[src/common/quad_ctrl_pkg.sv]
package quad_ctrl_pkg;

    ////////////////////
    // Buffer geometry
    ////////////////////

    localparam int ROW_BUF_BRAM_DEPTH = 1024;
    localparam int BUF_IDX_W = $clog2(ROW_BUF_BRAM_DEPTH);
    localparam int PFB_CNT_W = 10;
    localparam int PIX_SEQ_ADDR_W = 12;

    // Kernel groups held in the row-buffer BRAM
    localparam int MAX_BRAM_3X3_KERNELS = 16;
    localparam int KERNEL_IDX_W = $clog2(MAX_BRAM_3X3_KERNELS);

    // One 3x3 window is nine pixel-sequence reads
    localparam int WINDOW_CYCLES = 9;
    localparam int WINDOW_CYC_W = $clog2(WINDOW_CYCLES);

    ////////////////////
    // Compute engines
    ////////////////////

    localparam int NUM_AWE = 4;
    localparam int NUM_CE_PER_AWE = 2;
    localparam int NUM_CE = NUM_AWE * NUM_CE_PER_AWE;

    localparam int PIX_SEQ_RD_LATENCY = 3;
    // Rows read in before the first pass
    localparam int PRIME_ROWS = 3;

    typedef logic [BUF_IDX_W-1:0]      buf_idx_t;
    typedef logic [PFB_CNT_W-1:0]      pfb_cnt_t;
    typedef logic [PIX_SEQ_ADDR_W-1:0] pix_seq_addr_t;
    typedef logic [KERNEL_IDX_W-1:0]   kernel_idx_t;
    typedef logic [WINDOW_CYC_W-1:0]   window_cyc_t;
    typedef logic [NUM_CE-1:0]         ce_vec_t;
    typedef logic [1:0]                gray_t;

    typedef enum logic [2:0] {
        ST_IDLE,
        ST_PRIME_BUFFER,
        ST_WAIT_PFB_LOAD,
        ST_CE_ACTIVE,
        ST_WAIT_JOB_DONE,
        ST_SEND_COMPLETE
    } ctrl_state_t;

endpackage

[src/hdl/job_fsm.sv]
`timescale 1ns/1ps

module job_fsm (
    input  logic                       clk,
    input  logic                       rst,
    input  logic                       job_start,
    input  logic                       job_fetch_ack,
    input  logic                       job_fetch_complete,
    input  logic                       job_complete_ack,
    input  logic                       pipeline_flushed,
    input  logic                       pfb_empty,
    input  logic                       prime_done,
    input  logic                       rows_done,
    input  logic                       pass_done,
    output logic                       job_accept,
    output logic                       job_fetch_request,
    output logic                       job_complete,
    output quad_ctrl_pkg::ctrl_state_t state,
    output quad_ctrl_pkg::gray_t       gray_code,
    output logic                       prime_en,
    output logic                       pfb_load,
    output logic                       job_clear,
    output logic                       pass_start
);
    import quad_ctrl_pkg::*;

    ctrl_state_t return_state;
    logic        fetch_in_progress;
    logic        fetch_acked;
    logic [1:0]  pass_cnt;

    assign prime_en  = (state == ST_PRIME_BUFFER);
    assign pfb_load  = job_fetch_complete && fetch_in_progress;
    assign job_clear = (state == ST_SEND_COMPLETE) && job_complete && job_complete_ack;
    // Row-buffer roles rotate once per finished pass
    assign gray_code = {pass_cnt[1], ^pass_cnt};

    ////////////////////
    // Host fetch tracking
    ////////////////////

    always_ff @(posedge clk) begin
        if (rst) begin
            fetch_in_progress <= 1'b0;
        end else if (job_fetch_complete) begin
            fetch_in_progress <= 1'b0;
        end else if (job_fetch_ack && job_fetch_request) begin
            fetch_in_progress <= 1'b1;
        end
    end

    ////////////////////
    // Job sequencing
    ////////////////////

    always_ff @(posedge clk) begin
        if (rst) begin
            state             <= ST_IDLE;
            return_state      <= ST_IDLE;
            fetch_acked       <= 1'b0;
            pass_cnt          <= 2'd0;
            job_accept        <= 1'b0;
            job_fetch_request <= 1'b0;
            job_complete      <= 1'b0;
            pass_start        <= 1'b0;
        end else begin
            job_accept <= 1'b0;
            pass_start <= 1'b0;
            case (state)
                ST_IDLE: begin
                    if (job_start) begin
                        job_accept <= 1'b1;
                        state      <= ST_PRIME_BUFFER;
                    end
                end
                ST_PRIME_BUFFER: begin
                    // Primed once the row after the window is sitting in the pfb
                    if (prime_done) begin
                        pass_start <= 1'b1;
                        state      <= ST_CE_ACTIVE;
                    end else if (pfb_empty) begin
                        return_state <= ST_PRIME_BUFFER;
                        state        <= ST_WAIT_PFB_LOAD;
                    end
                end
                ST_WAIT_PFB_LOAD: begin
                    if (job_fetch_request && job_fetch_ack) begin
                        job_fetch_request <= 1'b0;
                        fetch_acked       <= 1'b1;
                    end else if (pfb_empty && !fetch_acked && !fetch_in_progress) begin
                        job_fetch_request <= 1'b1;
                    end
                    if (pfb_load) begin
                        fetch_acked <= 1'b0;
                        pass_start  <= (return_state == ST_CE_ACTIVE);
                        state       <= return_state;
                    end
                end
                ST_CE_ACTIVE: begin
                    if (pass_done) begin
                        pass_cnt <= pass_cnt + 2'd1;
                        if (rows_done) begin
                            state <= ST_WAIT_JOB_DONE;
                        end else if (pfb_empty) begin
                            return_state <= ST_CE_ACTIVE;
                            state        <= ST_WAIT_PFB_LOAD;
                        end else begin
                            pass_start <= 1'b1;
                        end
                    end
                end
                ST_WAIT_JOB_DONE: begin
                    if (pipeline_flushed) begin
                        state <= ST_SEND_COMPLETE;
                    end
                end
                ST_SEND_COMPLETE: begin
                    // Held until the host acknowledges
                    job_complete <= !job_clear;
                    if (job_clear) begin
                        pass_cnt <= 2'd0;
                        state    <= ST_IDLE;
                    end
                end
                default: begin
                    state <= ST_IDLE;
                end
            endcase
        end
    end

    a_no_request_in_fetch: assert property (@(posedge clk) disable iff (rst)
        !(job_fetch_request && fetch_in_progress));

    a_accept_from_idle: assert property (@(posedge clk) disable iff (rst)
        job_accept |-> $past(state) == ST_IDLE);

endmodule

[src/hdl/quad_bram_ctrl.sv]
`timescale 1ns/1ps

module quad_bram_ctrl (
    input  logic                        clk,
    input  logic                        rst,
    input  logic                        job_start,
    output logic                        job_accept,
    output logic                        job_fetch_request,
    input  logic                        job_fetch_ack,
    input  logic                        job_fetch_complete,
    output logic                        job_complete,
    input  logic                        job_complete_ack,
    input  logic                        pipeline_flushed,
    input  quad_ctrl_pkg::buf_idx_t     num_expd_input_cols,
    input  quad_ctrl_pkg::buf_idx_t     num_expd_input_rows,
    input  quad_ctrl_pkg::kernel_idx_t  num_kernels,
    input  quad_ctrl_pkg::pfb_cnt_t     pfb_full_count,
    input  quad_ctrl_pkg::pix_seq_addr_t pix_seq_data_full_count,
    output quad_ctrl_pkg::ctrl_state_t  state,
    output quad_ctrl_pkg::gray_t        gray_code,
    output quad_ctrl_pkg::buf_idx_t     input_row,
    output quad_ctrl_pkg::buf_idx_t     input_col,
    output logic                        next_row,
    output logic                        pfb_rden,
    output logic                        pix_seq_bram_rden,
    output quad_ctrl_pkg::pix_seq_addr_t pix_seq_bram_rd_addr,
    output quad_ctrl_pkg::ce_vec_t      ce_execute,
    output quad_ctrl_pkg::window_cyc_t  cycle_counter,
    output logic                        ctrl_last_kernel
);
    import quad_ctrl_pkg::*;

    // Sequencing strobes from the job FSM
    logic prime_en;
    logic pfb_load;
    logic job_clear;
    logic pass_start;

    // Status back to the job FSM
    logic pfb_empty;
    logic prime_done;
    logic rows_done;
    logic pass_done;
    logic kernel_wrap;

    job_fsm i_job_fsm (
        .clk                (clk),
        .rst                (rst),
        .job_start          (job_start),
        .job_fetch_ack      (job_fetch_ack),
        .job_fetch_complete (job_fetch_complete),
        .job_complete_ack   (job_complete_ack),
        .pipeline_flushed   (pipeline_flushed),
        .pfb_empty          (pfb_empty),
        .prime_done         (prime_done),
        .rows_done          (rows_done),
        .pass_done          (pass_done),
        .job_accept         (job_accept),
        .job_fetch_request  (job_fetch_request),
        .job_complete       (job_complete),
        .state              (state),
        .gray_code          (gray_code),
        .prime_en           (prime_en),
        .pfb_load           (pfb_load),
        .job_clear          (job_clear),
        .pass_start         (pass_start)
    );

    window_timer i_window_timer (
        .clk              (clk),
        .rst              (rst),
        .pix_seq_rden     (pix_seq_bram_rden),
        .num_kernels      (num_kernels),
        .job_clear        (job_clear),
        .cycle_counter    (cycle_counter),
        .ctrl_last_kernel (ctrl_last_kernel),
        .window_end       (),
        .kernel_wrap      (kernel_wrap)
    );

    pfb_reader i_pfb_reader (
        .clk                 (clk),
        .rst                 (rst),
        .pfb_full_count      (pfb_full_count),
        .num_expd_input_cols (num_expd_input_cols),
        .num_expd_input_rows (num_expd_input_rows),
        .pfb_load            (pfb_load),
        .job_clear           (job_clear),
        .prime_en            (prime_en),
        .kernel_wrap         (kernel_wrap),
        .pfb_rden            (pfb_rden),
        .next_row            (next_row),
        .input_row           (input_row),
        .input_col           (input_col),
        .pfb_empty           (pfb_empty),
        .prime_done          (prime_done),
        .rows_done           (rows_done)
    );

    pix_seq_reader i_pix_seq_reader (
        .clk                     (clk),
        .rst                     (rst),
        .pass_start              (pass_start),
        .pix_seq_data_full_count (pix_seq_data_full_count),
        .pix_seq_bram_rden       (pix_seq_bram_rden),
        .pix_seq_bram_rd_addr    (pix_seq_bram_rd_addr),
        .ce_execute              (ce_execute),
        .pass_done               (pass_done)
    );

endmodule

[src/hdl/window_timer.sv]
`timescale 1ns/1ps

module window_timer (
    input  logic                       clk,
    input  logic                       rst,
    input  logic                       pix_seq_rden,
    input  quad_ctrl_pkg::kernel_idx_t num_kernels,
    input  logic                       job_clear,
    output quad_ctrl_pkg::window_cyc_t cycle_counter,
    output logic                       ctrl_last_kernel,
    output logic                       window_end,
    output logic                       kernel_wrap
);
    import quad_ctrl_pkg::*;

    kernel_idx_t kernel_group;

    // Last read of a 3x3 window
    assign window_end       = pix_seq_rden && (cycle_counter == window_cyc_t'(WINDOW_CYCLES - 1));
    assign ctrl_last_kernel = (kernel_group == num_kernels);
    assign kernel_wrap      = window_end && ctrl_last_kernel;

    ////////////////////
    // Window cycle
    ////////////////////

    always_ff @(posedge clk) begin
        if (rst || job_clear) begin
            cycle_counter <= '0;
        end else if (window_end) begin
            cycle_counter <= '0;
        end else if (pix_seq_rden) begin
            cycle_counter <= cycle_counter + 1'b1;
        end
    end

    // Kernel group, 0 up to num_kernels inclusive
    always_ff @(posedge clk) begin
        if (rst || job_clear) begin
            kernel_group <= '0;
        end else if (kernel_wrap) begin
            kernel_group <= '0;
        end else if (window_end) begin
            kernel_group <= kernel_group + 1'b1;
        end
    end

    a_cycle_in_window: assert property (@(posedge clk) disable iff (rst)
        cycle_counter < window_cyc_t'(WINDOW_CYCLES));

endmodule

[src/pfb_reader/pfb_reader.sv]
`timescale 1ns/1ps

module pfb_reader (
    input  logic                    clk,
    input  logic                    rst,
    input  quad_ctrl_pkg::pfb_cnt_t pfb_full_count,
    input  quad_ctrl_pkg::buf_idx_t num_expd_input_cols,
    input  quad_ctrl_pkg::buf_idx_t num_expd_input_rows,
    input  logic                    pfb_load,
    input  logic                    job_clear,
    input  logic                    prime_en,
    input  logic                    kernel_wrap,
    output logic                    pfb_rden,
    output logic                    next_row,
    output quad_ctrl_pkg::buf_idx_t input_row,
    output quad_ctrl_pkg::buf_idx_t input_col,
    output logic                    pfb_empty,
    output logic                    prime_done,
    output logic                    rows_done
);
    import quad_ctrl_pkg::*;

    pfb_cnt_t pfb_count;
    logic     row_wrap;
    logic     rd_avail;
    logic     prime_rd;
    logic     rd_req;

    assign pfb_empty  = (pfb_count == '0);
    assign prime_done = (input_row == buf_idx_t'(PRIME_ROWS)) && (pfb_count == pfb_full_count);
    assign rows_done  = (input_row > num_expd_input_rows);

    // Read in flight that finishes the current row
    assign row_wrap = pfb_rden && (input_col == num_expd_input_cols);
    // Words left once the read in flight lands
    assign rd_avail = pfb_rden ? (pfb_count > pfb_cnt_t'(1)) : !pfb_empty;
    assign prime_rd = prime_en && (input_row < buf_idx_t'(PRIME_ROWS))
                    && !(row_wrap && input_row == buf_idx_t'(PRIME_ROWS - 1));
    assign rd_req   = prime_en ? prime_rd : kernel_wrap;

    always_ff @(posedge clk) begin
        if (rst || job_clear) begin
            pfb_rden <= 1'b0;
        end else begin
            pfb_rden <= rd_req && rd_avail;
        end
    end

    ////////////////////
    // Word count
    ////////////////////

    always_ff @(posedge clk) begin
        if (rst || job_clear) begin
            pfb_count <= '0;
        end else if (pfb_load) begin
            pfb_count <= pfb_full_count;
        end else if (pfb_rden) begin
            pfb_count <= pfb_count - 1'b1;
        end
    end

    // Input position follows each word read
    always_ff @(posedge clk) begin
        if (rst || job_clear) begin
            input_row <= '0;
            input_col <= '0;
            next_row  <= 1'b0;
        end else begin
            next_row <= row_wrap;
            if (row_wrap) begin
                input_col <= '0;
                input_row <= input_row + 1'b1;
            end else if (pfb_rden) begin
                input_col <= input_col + 1'b1;
            end
        end
    end

    a_no_read_when_empty: assert property (@(posedge clk) disable iff (rst)
        pfb_rden |-> !pfb_empty);

endmodule

[src/pix_seq_reader/pix_seq_reader.sv]
`timescale 1ns/1ps

module pix_seq_reader (
    input  logic                         clk,
    input  logic                         rst,
    input  logic                         pass_start,
    input  quad_ctrl_pkg::pix_seq_addr_t pix_seq_data_full_count,
    output logic                         pix_seq_bram_rden,
    output quad_ctrl_pkg::pix_seq_addr_t pix_seq_bram_rd_addr,
    output quad_ctrl_pkg::ce_vec_t       ce_execute,
    output logic                         pass_done
);
    import quad_ctrl_pkg::*;

    pix_seq_addr_t                 rd_remaining;
    logic [PIX_SEQ_RD_LATENCY-1:0] rd_dly;
    logic [NUM_CE-2:0]             exec_tail;
    logic                          exec_last_d;
    logic                          exec_fall;

    ////////////////////
    // Sequence reads
    ////////////////////

    // Reads back to back from address 0 for the whole pass
    always_ff @(posedge clk) begin
        if (rst) begin
            pix_seq_bram_rden    <= 1'b0;
            pix_seq_bram_rd_addr <= '0;
            rd_remaining         <= '0;
        end else if (pass_start) begin
            pix_seq_bram_rden    <= (pix_seq_data_full_count != '0);
            pix_seq_bram_rd_addr <= '0;
            rd_remaining         <= pix_seq_data_full_count;
        end else if (pix_seq_bram_rden) begin
            rd_remaining      <= rd_remaining - 1'b1;
            pix_seq_bram_rden <= (rd_remaining > pix_seq_addr_t'(1));
            if (rd_remaining > pix_seq_addr_t'(1)) begin
                pix_seq_bram_rd_addr <= pix_seq_bram_rd_addr + 1'b1;
            end
        end
    end

    ////////////////////
    // CE execute chain
    ////////////////////

    // First CE starts when BRAM data is valid, the rest follow one cycle apart
    assign ce_execute = {exec_tail, rd_dly[PIX_SEQ_RD_LATENCY-1]};
    assign exec_fall  = exec_last_d && !ce_execute[NUM_CE-1];

    always_ff @(posedge clk) begin
        if (rst) begin
            rd_dly      <= '0;
            exec_tail   <= '0;
            exec_last_d <= 1'b0;
            pass_done   <= 1'b0;
        end else begin
            rd_dly      <= {rd_dly[PIX_SEQ_RD_LATENCY-2:0], pix_seq_bram_rden};
            exec_tail   <= ce_execute[NUM_CE-2:0];
            exec_last_d <= ce_execute[NUM_CE-1];
            // Last CE done and nothing left to read
            pass_done   <= exec_fall && (rd_remaining == '0);
        end
    end

    a_addr_in_range: assert property (@(posedge clk) disable iff (rst)
        pix_seq_bram_rden |-> pix_seq_bram_rd_addr < pix_seq_data_full_count);

endmodule

[config.mk]
export PLATFORM = sky130hd
export DESIGN_NAME = quad_bram_ctrl
export DESIGN_NICKNAME = d
export VERILOG_FILES = /design/src/common/quad_ctrl_pkg.sv /design/src/hdl/job_fsm.sv /design/src/hdl/quad_bram_ctrl.sv /design/src/hdl/window_timer.sv /design/src/pfb_reader/pfb_reader.sv /design/src/pix_seq_reader/pix_seq_reader.sv
export SDC_FILE = /design/constraint.sdc
export NUM_CORES = 1
export LEC_CHECK = 0
export BUFFER_PORTS_ARGS = -buffer_cell sky130_fd_sc_hd__buf_2
export CAP_MARGIN = 20
export CORE_MARGIN = 1.5
export CORE_UTILIZATION = 55
export DETAILED_ROUTE_END_ITERATION = 10
export MAX_ROUTING_LAYER = met4
export PLACE_DENSITY = 0.81
export SYNTH_ARGS = -nofsm -noshare
export SYNTH_HDL_FRONTEND = slang
export SYNTH_HIERARCHICAL = 1
export SYNTH_SLANG_ARGS = --single-unit
[constraint.sdc]
create_clock -name clk -period 3.2 [get_ports clk]
set_clock_uncertainty 0.2 [all_clocks]
set_input_delay 0 -clock clk [delete_from_list [all_inputs] [get_ports clk]]
set_output_delay 0 -clock clk [all_outputs]
set_load 0.05 [all_outputs]
# --- Word-level counts from Yosys, hierarchy flattened ---
# Index checks and enable logic that the tools add are counted.
totals:
  input_bits: 53
  out_inout_bits: 56
  register_bits: 91
  wordCells: 140
op_classes:
  n_eq_ne: 21
  bitwise_logic: 1
  reduce_logical: 46
  order_cmp: 4
  add_sub_neg: 8
  muxes: 37
ops:
  columns: ["op", "count"]
  rows:
  - ["3-bit 2-to-1 mux", 13]
  - ["12-bit 2-to-1 mux", 2]
  - ["10-bit by 1-bit adder with 10-bit output (second input constant)", 2]
  - ["10-bit == test", 2]
  - ["10-bit by 2-bit == test with 1-bit output (second input constant)", 2]
  - ["10-bit 2-to-1 mux", 2]
  - ["3-bit case mux with 6 select lines", 1]
  - ["1-bit logical AND", 16]
  - ["1-bit 2-to-1 mux", 14]
  - ["12-bit by 1-bit adder with 12-bit output (second input constant)", 1]
  - ["12-bit by 1-bit > comparator with 1-bit output (second input constant)", 1]
  - ["12-bit logical NOT", 1]
  - ["12-bit nonzero test", 1]
  - ["2-bit nonzero test", 6]
  - ["2-bit OR reduction", 6]
  - ["12-bit by 1-bit subtractor with 12-bit output (second input constant)", 1]
  - ["10-bit by 1-bit > comparator with 1-bit output (second input constant)", 1]
  - ["10-bit > comparator", 1]
  - ["10-bit logical NOT", 1]
  - ["10-bit by 2-bit less-than comparator with 1-bit output (second input constant)", 1]
  - ["2-bit != test (second input constant)", 5]
  - ["10-bit by 1-bit subtractor with 10-bit output (second input constant)", 1]
  - ["3-bit by 2-bit == test with 1-bit output (second input constant)", 3]
  - ["4-bit by 1-bit adder with 4-bit output (second input constant)", 2]
  - ["19 further kinds", 31]

# --- Depth between registers and ports, before layout ---
# Gate-level depths: netlist of run 1.
depth:
  depth_word: 7
  depth_mapped: 11
  ltp_nobuf: 11

# --- Hierarchy ---
# The synthesis of run 1 kept the hierarchy.
by_module_without_submodules:
  columns: ["module", "area_each_um2", "instances", "seq_area_each_um2", "cells_each"]
  rows:
  - ["pfb_reader", 2013.2, 1, 640.6, 244]
  - ["pix_seq_reader", 1676.6, 1, 740.7, 183]
  - ["job_fsm", 750.7, 1, 260.2, 92]
  - ["window_timer", 460.4, 1, 160.2, 53]

# --- Worst setup path after synthesis of run 1 ---
# OpenSTA, ideal clock, no wires.
synth_path:
  path_kind: "flip-flop to flip-flop"
  from: "reg i_pfb_reader.pfb_count[3]"
  to: "reg i_job_fsm.state[0]"
  arrival_time_ns: 2.374
  period_less_slack_ns: 2.699
  setup_time_ns: 0.125
  required_ns: 2.875
  path_stages_with_launch: 9
  n_path_buf: 1
  path_slack_ns: 0.501
  path_cell_list: "dfxtp_1 clkbuf_1 or4_1 or3_1 nor4b_1 nor2b_1 o21a_1 o22ai_1 o2bb2ai_1"
synth_between:
  elab_chain_cells: 5
  word_cells_on_any_way: 8
  cone_classes: "eq/ne (1); mux (5); reduce/logical (2)"
synth_lines:
  columns: ["item", "line", "text"]
  rows:
  - ["start: declaration", "pfb_reader.sv:23", "pfb_cnt_t pfb_count;"]
  - ["start signal: assignment", "pfb_reader.sv:57", "pfb_count <= pfb_full_count;"]
  - ["start signal: assignment", "pfb_reader.sv:59", "pfb_count <= pfb_count - 1'b1;"]
  - ["10-bit logical NOT *", "pfb_reader.sv:29", "assign pfb_empty = (pfb_count == '0);"]
  - ["named net pfb_empty", "quad_bram_ctrl.sv:40", "logic pfb_empty;"]
  - ["3-bit 2-to-1 mux *", null, null]
  - ["3-bit 2-to-1 mux (2 in series)", null, null]
  - ["3-bit case mux with 6 select lines *", "job_fsm.sv:69", "case (state)"]
  - ["end signal: assignment", "job_fsm.sv:96", "state <= return_state;"]
  - ["end: declaration", "job_fsm.sv:18", "output quad_ctrl_pkg::ctrl_state_t state,"]
# Mark *: on every way through the listed nets, which the timed path passes. The rest lies on a longest branch. The select of a mux whose other input is x is not followed.
# A chain may end at the register's enable or synchronous reset.

# --- Worst setup path in the final report of run 1 ---
# Same ends and word-level chain as after synthesis.

==> qor.yml, run 1 <==
ys_warn_count: 6
core_region_area_um2: 8678
synthCells: 572
maxCapViolCount: 0
dieArea_um2: 9486
synth_area_um2: 4901
drv_slew: 0
num_vias: 4631
grt.overflow.total: 0
fmaxAchievable_ghz: 0.3628
worst-path-max-fanout: 7
wl_met3_um: 548
fin_tns_setup_ns: 0
switching_share: 0.3355
period_share: 0.8614
synth.net_count: 648
slowest_delay_ns: 0.59
power.leakage_nw: 2.580
worst_pin_slew_ns: 0.8129
initial_utilization: 0.5647
final_nets: 779
clkPwrFrac: 0.279
route.detailed.drc: 0
grt_start_max_net_pins: 46
dr.pass1.iters: 5
synth_edf_count: 0
syn_area_per_cell_um2: 8.568
vias_per_cell: 5.675
grt_pass1_wl_um: 19890
critPathArrivalTime_ns: 2.78
grtUsageTotal: 0.2568
placed_area_um2: 5468
synth_area_leaders: "dfxtp_1 (37%), xnor2_1 (8.0%), ha_1 (5.9%)"
combPwrFrac: 0.295
setup_violations: 0
grt_pass1_vias: 4432
required_ns: 3.23
place_congestion: 0.8973
seqPwrFrac: 0.426
cts_tree: "yes"
rsz0062_at_grt: "no"
slowest_stage: "or4_1"
h-tree-depth: 3
clk_path_buf_depth: 2
synth_top_cell_area_share: 0.3676
vdd_ir_drop_max_mv: 0.2904
synth-seq-area-share: 0.3676
power_density_nw_per_um2: 509.3
synth.distinct_cells: 67
die_h_um: 97.40
die_x_um: 97.40
drive_gt1_frac: 0.2175
ctsResizeCount: 0
finalCriticalPeriod_ns: 2.757
relSlewSlack: 0.4580
cts-root-buf: "clkbuf_8"
first_iter_violations: 257
numCtsBuffers: 9
outcome: "completed"
async_flop_share: 0
end_kind: "flip-flop"
syn_to_final_growth_pct: 22.75
yosysTopAreaCell: "dfxtp_1"
wl_um: 11860
place_hpwl_um: 8384
ys.flop_type: "dfxtp_1"
clock-sinks: 90
path_clk_slew_ns: 0.10
path_buf_inv: 1
drt-met1-wl_um: 5278
ant_nets: 0
switching_power_mw: 1.028
path_cells: "or4_1 > or3_1 > nor4b_1 > buf_4 > nor2b_1 > o21a_1 > o22ai_1 > o2bb2ai_1"
highest_layer: "met4"
ios: 109
finalHoldViolCount: 0
hold_path_class: "in -> reg"
startpoint_type: "flip-flop"
worst_skew_pair.late_latency_ns: 0.36
p_int_mw: 2.036
diodes: 0
post-route-cell-area_um2: 6016
met2RoutedLength_um: 5811
critPathKind: "reg -> reg"
grt_antenna_before_repair: 0
crit_family: "simple AND/OR/NAND/NOR gates"
ys_ff_latch: 90
portBuffers: 108
nFillCells: 675
rows: 34
post_drt_wl_per_cell_um: 14.53
[cell type report]
cell class                 count  area [um2]  share of cell area
sequential                    90        1802              0.2995
clock inverter                 6       90.09             0.01498
timing repair buffer         145       900.9              0.1498
multi-input combinational    427        2848              0.4734
clock buffer                  10       127.6             0.02121
tap                          108       135.1             0.02246
inverter                      30       112.6             0.01872
[timing repair]
| action | in CTS | in global routing |
|---|---|---|
| hold buffers | 33 | 0 |
| setup buffers | 0 | 0 |
| endpoints found under the hold margin | 37 | 0 |
[cell families after synthesis]
logic type	Yosys count	share of synthesized area
AO/OA/AOI/OAI	112	0.1540
XOR/XNOR	58	0.1037
adder cells (fa/ha/maj)	23	0.05872
buffers and inverters	55	0.05131
flip-flops	90	0.3676
multiplexers	6	0.01225
AND/OR/NAND/NOR	228	0.2525
[metrics by stage]
| stage | worst slack [ns] | power (mW) | std cells | util | hold slack, ns |
|---|---|---|---|---|---|
| final | 0.4434 | 3.064 | 816 | 0.6932 | 0.02315 |
| after CTS | 0.4675 | 3.069 | 816 | 0.6932 | 0.0003071 |
| after global placement | 0.5637 | 2.142 | 767 | 0.6300 | 0.01781 |
| after floorplan | 0.5012 | 1.948 | 572 | - | -0.1240 |
| after global routing | 0.3524 | 3.216 | 816 | 0.6932 | 0.06480 |
| after detailed placement | 0.4805 | 2.185 | 767 | 0.6300 | 0.01571 |
[state kept, by name, indices dropped and copies added (netlist names), 2 cells and up]
signal and cells:
i_job_fsm/pass_cnt 2, i_pix_seq_reader/exec_tail 7, i_pix_seq_reader/pix_seq_bram_rd_addr 12, i_window_timer/kernel_group 4, i_pfb_reader/input_col 10, i_pfb_reader/pfb_count 10, i_pix_seq_reader/rd_remaining 12, i_pix_seq_reader/rd_dly 3
i_job_fsm/return_state 2, i_job_fsm/state 3, i_window_timer/cycle_counter 4, i_pfb_reader/input_row 10
[cell usage after synthesis (2+ instances only)]
cell type  instances
or3_2              5
or2_2              5
a31oi_1            6
and3_1             4
inv_1             29
o21ai_0           15
a32oi_1            2
nor3b_2            2
a211oi_1          10
buf_4              3
or4_1              5
o21ai_1            4
a311oi_1           2
o41ai_1            2
o2bb2ai_1          2
o21a_1             5
a41o_1             2
buf_6              4
nor2_1            62
nor2b_1           17
dfxtp_1           90
xnor2_1           45
or4_2              5
nand2b_1           4
o31ai_1            7
nand4_2            2
nand4_1           12
nand3_1           16
nor4_1            17
buf_2              3
o31a_1             2
nand3b_1           4
a21o_1             4
mux2i_1            6
a21oi_1           37
or3_1              3
ha_1              23
clkbuf_1          14
nand2_1           38
nor3_1            15
xor2_1            13
[worst register-to-register path: stages (launching register included)]
cell and delay (ns):
dfxtp_1 0.38, or4_1 0.59, or3_1 0.38, nor4b_1 0.31, buf_4 0.19, nor2b_1 0.21, o21a_1 0.14, o22ai_1 0.08
o2bb2ai_1 0.15
[power groups by stage]
| stage | Sequential [mW] | Clock (mW) | Combinational, mW |
|---|---|---|---|
| floorplan | 1.37 | 0 | 0.582 |
| global placement | 1.32 | 0 | 0.821 |
| detailed placement | 1.33 | 0 | 0.856 |
| CTS | 1.30 | 0.873 | 0.893 |
| global route | 1.32 | 0.919 | 0.973 |
| finish | 1.30 | 0.856 | 0.904 |
[placed cells by master, fill, tap and decap left out, types with 6 or more instances in the layout]
| master | instances |
|---|---|
| ha_1 | 23 |
| a21oi_1 | 37 |
| nor2_1 | 62 |
| nand2_1 | 38 |
| xnor2_1 | 45 |
| nor3_1 | 15 |
| mux2i_1 | 6 |
| nor2b_1 | 17 |
| dlygate4sd3_1 | 33 |
| nand3_1 | 16 |
| dfxtp_1 | 90 |
| nand4_1 | 12 |
| inv_1 | 29 |
| nor4_1 | 17 |
| buf_2 | 108 |
| xor2_1 | 13 |
| clkbuf_8 | 9 |
| o31ai_1 | 7 |
| a31oi_1 | 6 |
| o21ai_0 | 15 |
| a211oi_1 | 10 |
[worst paths after layout]
path | startpoint | to | slack (ns) | cells past startpoint
min | num_expd_input_cols[0] | i_pfb_reader/input_row[4]$_SDFFE_PP0P_ | 0.02 | 6
max reg2reg | i_pfb_reader/pfb_count[3]$_SDFFE_PP0P_ | i_job_fsm/state[0]$_SDFFE_PP0P_ | 0.44 | 8
min reg2reg | i_pix_seq_reader/rd_dly[1]$_SDFF_PP0_ | i_pix_seq_reader/rd_dly[2]$_SDFF_PP0_ | 0.26 | 1
max | i_pfb_reader/pfb_count[3]$_SDFFE_PP0P_ | i_job_fsm/state[0]$_SDFFE_PP0P_ | 0.44 | 8
[layer usage]
| layer | global-route usage | up-vias |
|---|---|---|
| met4 | 0.09560 | 0 |
| met5 | - | - |
| met1 | 0.3198 | 2183 |
| met2 | 0.4290 | 133 |
| met3 | 0.03094 | 21 |
| li1 | - | 2294 |
No activity file was read; power rests on OpenSTA's default activity.
==> inputs of run 2 (changes only) <==
--- a/config.mk
+++ b/config.mk
@@ -10,8 +10,9 @@
 export CORE_MARGIN = 1.5
 export CORE_UTILIZATION = 55
 export DETAILED_ROUTE_END_ITERATION = 10
+export GPL_ROUTABILITY_DRIVEN = 0
 export MAX_ROUTING_LAYER = met4
-export PLACE_DENSITY = 0.81
+export PLACE_DENSITY = 0.91
 export SYNTH_ARGS = -nofsm -noshare
 export SYNTH_HDL_FRONTEND = slang
 export SYNTH_HIERARCHICAL = 1
==> constraint.sdc (replaced) <==
create_clock -name clk -period 3.2 [get_ports clk]
set_clock_uncertainty 0.2 [all_clocks]
set_input_delay 0.8 -clock clk [delete_from_list [all_inputs] [get_ports clk]]
set_output_delay 0.8 -clock clk [all_outputs]
set_load 0.05 [all_outputs]
==> run 2 against run 1 <==
- register-to-register slack worse by 0.02 ns
- flip-flop and latch count unchanged
- utilization down 3.5 points
- sequential power about the same
- via count down 0.39%
- die area unchanged
- wire length down 0.46%
- setup slack worse by 0.017 ns
- clock power up 2.9%
- highest routed layer unchanged
==> qor.yml, run 2 (synthesized netlist as in run 1, its figures left out) <==
path_cells: "or4_1 > or3_1 > nor4b_1 > buf_4 > nor2b_1 > o21a_1 > o22ai_1 > o2bb2ai_1"
rrSetupSlack_ns: 0.43  # -0.02 ns
cp-startpoint: "i_pfb_reader/pfb_count[3]$_SDFFE_PP0P_"
reg2reg_from: "i_pfb_reader/pfb_count[3]$_SDFFE_PP0P_"
rows: 34  # unchanged
initial_utilization: 0.5647  # unchanged
worst_pin_slew_ns: 0.5912  # -0.2217 ns
portBuffers: 108  # unchanged
grt_antenna_before_repair: 0  # unchanged
pre_cts_slack_ns: 0.1373  # -0.3432 ns
first_iter_violations: 206  # -20%
ios: 109  # unchanged
critPathKind: "reg -> reg"
critPathArrivalTime_ns: 2.81  # +0.03 ns
wl_um: 11810  # -0.46%
holdBufCountCts: 0  # -100%
syn_to_final_growth_pct: 16.47
required_ns: 3.23  # about the same
num_vias: 4613  # -0.39%
hold_path_class: "reg -> reg"
post_drt_wl_per_cell_um: 15.06  # +3.6%
diodes: 0  # unchanged
end_kind: "flip-flop"
clock-sinks: 90  # unchanged
period_share: 0.8667  # +0.005313
slowest_delay_ns: 0.58  # about the same
die_x_um: 97.40  # unchanged
final_util: 0.6577  # -0.03547
critPathCapture: "i_job_fsm/state[0]$_SDFFE_PP0P_"
layout_commonest_cell: "buf_2"
startpoint_type: "flip-flop"
core_region_area_um2: 8678  # unchanged
setup_violations: 0  # unchanged
clk_path_buf_depth: 2  # unchanged
maxCapViolCount: 0  # unchanged
vdd_ir_drop_max_mv: 0.2616  # -9.9%
finalHoldViolCount: 0  # unchanged
top_regs: "i_pix_seq_reader/pix_seq_bram_rd_addr (12), i_pix_seq_reader/rd_remaining (12)"
finalCriticalPeriod_ns: 2.774  # +0.01700 ns
vias_per_cell: 5.884  # +3.7%
final_nets: 747  # -4.1%
grtUsageTotal: 0.2516  # -0.005221
worstHoldStart: "i_pix_seq_reader/rd_dly[0]$_SDFF_PP0_"
h-tree-depth: 3  # unchanged
fin_ws_ns: 0.4264  # -0.01700 ns
grt_start_max_net_pins: 29  # -37%
slowest_stage: "or4_1"
route.detailed.drc: 0  # unchanged
relSlewSlack: 0.6054  # +0.1474
ctsResizeCount: 0  # unchanged
worst_skew_pair.late_latency_ns: 0.35  # about the same
cts_tree: "yes"
grt.overflow.total: 0  # unchanged
fin_tns_setup_ns: 0  # unchanged
drv_slew: 0  # unchanged
grt_pass1_vias: 4332  # -2.3%
dr.pass1.iters: 5  # unchanged
dieArea_um2: 9486  # unchanged
die_h_um: 97.40  # unchanged
ff2ff_path_depth: 8  # unchanged
cts-root-buf: "clkbuf_8"
fmaxAchievable_ghz: 0.3605  # -0.61%
power_density_nw_per_um2: 535.1  # +5.1%
numCtsBuffers: 9  # unchanged
drive_gt1_frac: 0.2308  # +0.01326
path_clk_slew_ns: 0.10  # about the same
outcome: "completed"
power.leakage_nw: 2.460  # -4.7%
ant_nets: 0  # unchanged
place_hpwl_um: 8841  # +5.4%
cts_setup_buffers: 0  # unchanged
layout_common_cells: "buf_2 (108), dfxtp_1 (90), nor2_1 (62), xnor2_1 (45), nand2_1 (38)"
rsz0062_at_grt: "no"
grt_pass1_wl_um: 19480  # -2.0%
r2r-end: "i_job_fsm/state[0]$_SDFFE_PP0P_"
worst-path-max-fanout: 7  # unchanged
run 2: cell count changes in the layout (fill, tap and decap cells not counted), sizes merged:
cell         previous run  this run
dlygate4sd3            33         0
buf                   112       113
clkinvlp                1         0
inv                    30        31
run 2: power breakdown:
part           internal (mW)  total [mW]  switching [mW]
clock                  0.470       0.881           0.411
sequential              1.19        1.32           0.130
combinational          0.371       0.852           0.481
total                   2.03        3.05            1.02
run 2: area by class of cell:
| type | instances | area, um2 |
|---|---|---|
| Sequential cell | 90 | 1802 |
| Multi-Input combinational cell | 427 | 2848 |
| Tap cell | 108 | 135.1 |
| Fill cell | 748 | 2970 |
| Inverter | 30 | 112.6 |
| Clock buffer | 10 | 137.6 |
| Clock inverter | 6 | 95.09 |
| Timing Repair Buffer | 113 | 578.1 |
run 2: layer usage:
| metal | wire [um] | part of all wire | global-route usage |
|---|---|---|---|
| met1 | 5077 | 0.43 | 0.3073 |
| met2 | 5974 | 0.51 | 0.4268 |
| met3 | 588 | 0.050 | 0.03597 |
| met4 | 164 | 0.014 | 0.08571 |
| met5 | 0 | 0 | - |
run 2: worst max-delay path: cells and delay by family, from the launching register on:
kind	cells	cell delay [ns]
flops	1	0.38
simple gates	4	1.52
compound gates	3	0.39
buf+inv	1	0.18
run 2: stage by stage:
stage               power, mW  cell area [um2]  hold WS [ns]  std cells
finish                  3.054             5708        0.2621        784
global route            3.222             5708        0.2679        784
CTS                     3.060             5708        0.2626        784
detailed placement      2.184             5475        0.2481        768
global placement        2.148             5475        0.2292        768
floorplan               1.948             4901        0.2138        572
run 2: worst min path at each step:
stage                                                        to  slack (ns)  depth (start not counted)
after CTS                 i_pix_seq_reader/rd_dly[1]$_SDFF_PP0_        0.26                          1
final                     i_pix_seq_reader/rd_dly[1]$_SDFF_PP0_        0.26                          1
after detailed placement  i_pix_seq_reader/rd_dly[1]$_SDFF_PP0_        0.25                          1
after global routing      i_pix_seq_reader/rd_dly[1]$_SDFF_PP0_        0.27                          1
after global placement    i_pix_seq_reader/rd_dly[1]$_SDFF_PP0_        0.23                          1
after floorplan           i_pix_seq_reader/rd_dly[1]$_SDFF_PP0_        0.21                          1
==> inputs of run 3 (changes only) <==
--- a/config.mk
+++ b/config.mk
@@ -8,11 +8,12 @@
 export BUFFER_PORTS_ARGS = -buffer_cell sky130_fd_sc_hd__buf_2
 export CAP_MARGIN = 20
 export CORE_MARGIN = 1.5
-export CORE_UTILIZATION = 55
+export CORE_UTILIZATION = 50
 export DETAILED_ROUTE_END_ITERATION = 10
 export GPL_ROUTABILITY_DRIVEN = 0
 export MAX_ROUTING_LAYER = met4
-export PLACE_DENSITY = 0.91
+export PLACE_DENSITY = 0.85
+export RECOVER_POWER = 25
 export SYNTH_ARGS = -nofsm -noshare
 export SYNTH_HDL_FRONTEND = slang
 export SYNTH_HIERARCHICAL = 1
==> run 3 against run 2 <==
- largest power group unchanged
- combinational power is 0.5% higher
- non-clock buffer count increased by 1
- largest cell class unchanged
- setup slack about the same
- register-to-register slack about the same
- maximum frequency barely moved
- utilization down 4.7 points
- die area rose by 9.7%
- cell area grew 0.31%
- first-iteration DRC count decreased by 8.7%
- critical endpoint unchanged
- flip-flop and latch count stayed put
- critical path type unchanged
- hold slack improved by 0.0010 ns
==> qor.yml, run 3 (synthesized netlist as in run 1, its figures left out) <==
outcome: "completed"
cts-root-buf: "clkbuf_8"
grt_start_max_net_pins: 29  # unchanged
clock-sinks: 90  # unchanged
setup_violations: 0  # unchanged
h-tree-depth: 3  # unchanged
dieArea_um2: 10410  # +9.7%
hold_slack_ns: 0.2631  # +0.001036 ns
fmaxAchievable_ghz: 0.3605  # about the same
critPathArrivalTime_ns: 2.76  # -0.05 ns
seqPwrFrac: 0.430  # -0.002
layout_common_cells: "buf_2 (96), dfxtp_1 (90), nor2_1 (62), xnor2_1 (45), nand2_1 (38)"
clkPwrFrac: 0.290  # +0.002
ios: 109  # unchanged
grtUsageTotal: 0.2297  # -0.02195
startpoint_type: "flip-flop"
place_hpwl_um: 8766  # -0.85%
required_ns: 3.19  # -0.04 ns
dr.pass1.iters: 5  # unchanged
cp-startpoint: "i_pfb_reader/pfb_count[3]$_SDFFE_PP0P_"
maxCapViolCount: 0  # unchanged
die_x_um: 102.0  # +4.7%
regArea_um2: 1802  # unchanged
numCtsBuffers: 9  # unchanged
period_share: 0.8669  # about the same
power_density_nw_per_um2: 533.6  # -0.29%
fin_tns_setup_ns: 0  # unchanged
dp_cells: 790  # +2.9%
syn_to_final_growth_pct: 16.82
drv_slew: 0  # unchanged
combPwrFrac: 0.280  # about the same
worstHoldStart: "i_pix_seq_reader/rd_dly[0]$_SDFF_PP0_"
core_region_area_um2: 9371  # +8.0%
cts_tree: "yes"
p_int_mw: 2.048  # +0.75%
path_clk_slew_ns: 0.09  # about the same
rows: 35  # +2.9%
worst_skew_pair.late_latency_ns: 0.35  # about the same
num_vias: 4494  # -2.6%
worst-path-max-fanout: 7  # unchanged
nFillCells: 838  # +12%
switching_share: 0.3297  # -0.004896
worst_pin_slew_ns: 1.204  # +0.6130 ns
die_h_um: 102.0  # +4.7%
switching_power_mw: 1.007  # -1.4%
grt_pass1_wl_um: 18740  # -3.8%
relSlewSlack: 0.1972  # -0.4082
grt.overflow.total: 0  # unchanged
hold_path_class: "reg -> reg"
final_nets: 748  # +0.13%
vdd_ir_drop_max_mv: 0.3665  # +40%
post_drt_wl_per_cell_um: 14.55  # -3.4%
clk_path_buf_depth: 2  # unchanged
finalHoldViolCount: 0  # unchanged
power.leakage_nw: 2.411  # -2.0%
final_util: 0.6109  # -0.04678
grt_pass1_vias: 4095  # -5.5%
top_regs: "i_pix_seq_reader/pix_seq_bram_rd_addr (12), i_pix_seq_reader/rd_remaining (12)"
reg2reg_from: "i_pfb_reader/pfb_count[3]$_SDFFE_PP0P_"
critPathKind: "reg -> reg"
cts_setup_buffers: 0  # unchanged
diodes: 0  # unchanged
vias_per_cell: 5.576  # -5.2%
portBuffers: 108  # unchanged
holdBufCountCts: 0  # unchanged
ctsResizeCount: 0  # unchanged
final_cells: 806  # +2.8%
ant_nets: 0  # unchanged
drive_gt1_frac: 0.2112  # -0.01954
finalCriticalPeriod_ns: 2.774  # +0.0004760 ns
end_kind: "flip-flop"
route.detailed.drc: 0  # unchanged
rsz0062_at_grt: "no"
initial_utilization: 0.5230  # -0.04177
first_iter_violations: 188  # -8.7%
wl_um: 11730  # -0.66%
grt_antenna_before_repair: 0  # unchanged
multi_input_area_um2: 2845  # about the same
layout_commonest_cell: "buf_2"
[run 3: layout make-up]
type,instances,area share
clock buffer,11,0.02644
inverter,30,0.01967
timing repair buffer,114,0.09899
sequential,90,0.3147
tap,129,0.02819
clock inverter,5,0.01508
multi-input combinational,427,0.4969
[run 3: power groups by stage]
| stage | registers, mW | clock network, mW | logic [mW] |
|---|---|---|---|
| 2_1_floorplan | 1.37 | 0 | 0.582 |
| 3_3_place_gp | 1.33 | 0 | 0.824 |
| 3_5_place_dp | 1.34 | 0 | 0.847 |
| 4_1_cts | 1.31 | 0.903 | 0.854 |
| 5_1_grt | 1.33 | 0.950 | 0.940 |
| 6_report | 1.31 | 0.886 | 0.856 |
[run 3: worst max-delay path: stages, from the launching register on]
cell       delay (ns)
dfxtp_1          0.38
or4_1            0.59
or3_1            0.38
nor4b_1          0.32
buf_4            0.19
nor2b_1          0.22
o21a_1           0.14
o22ai_1          0.07
o2bb2ai_1        0.14
[run 3: stage by stage]
step / power, mW / setup WS, ns / area (um2)
after global routing: 3.221 / 0.2103 / 5725
after global placement: 2.154 / 0.2477 / 5509
after detailed placement: 2.184 / 0.1496 / 5509
after floorplan: 1.948 / 0.4585 / 4901
final: 3.055 / 0.4260 / 5725
after CTS: 3.070 / 0.4830 / 5747
[run 3: per-layer routing]
layer / track usage / vias up / share of wire / wire length (um)
li1: - / 2239 / - / -
met1: 0.2822 / 2135 / 0.44 / 5191
met2: 0.3846 / 108 / 0.50 / 5849
met3: 0.04172 / 12 / 0.047 / 551
met4: 0.06849 / 0 / 0.011 / 133
met5: - / - / 0 / 0
[run 3: worst paths after layout]
path / endpoint / slack [ns] / cells after the start
worst max-delay path: i_job_fsm/state[0]$_SDFFE_PP0P_ / 0.43 / 8
worst min-delay path: i_pix_seq_reader/rd_dly[1]$_SDFF_PP0_ / 0.26 / 1
worst max register to register: i_job_fsm/state[0]$_SDFFE_PP0P_ / 0.43 / 8
worst min register to register: i_pix_seq_reader/rd_dly[1]$_SDFF_PP0_ / 0.26 / 1
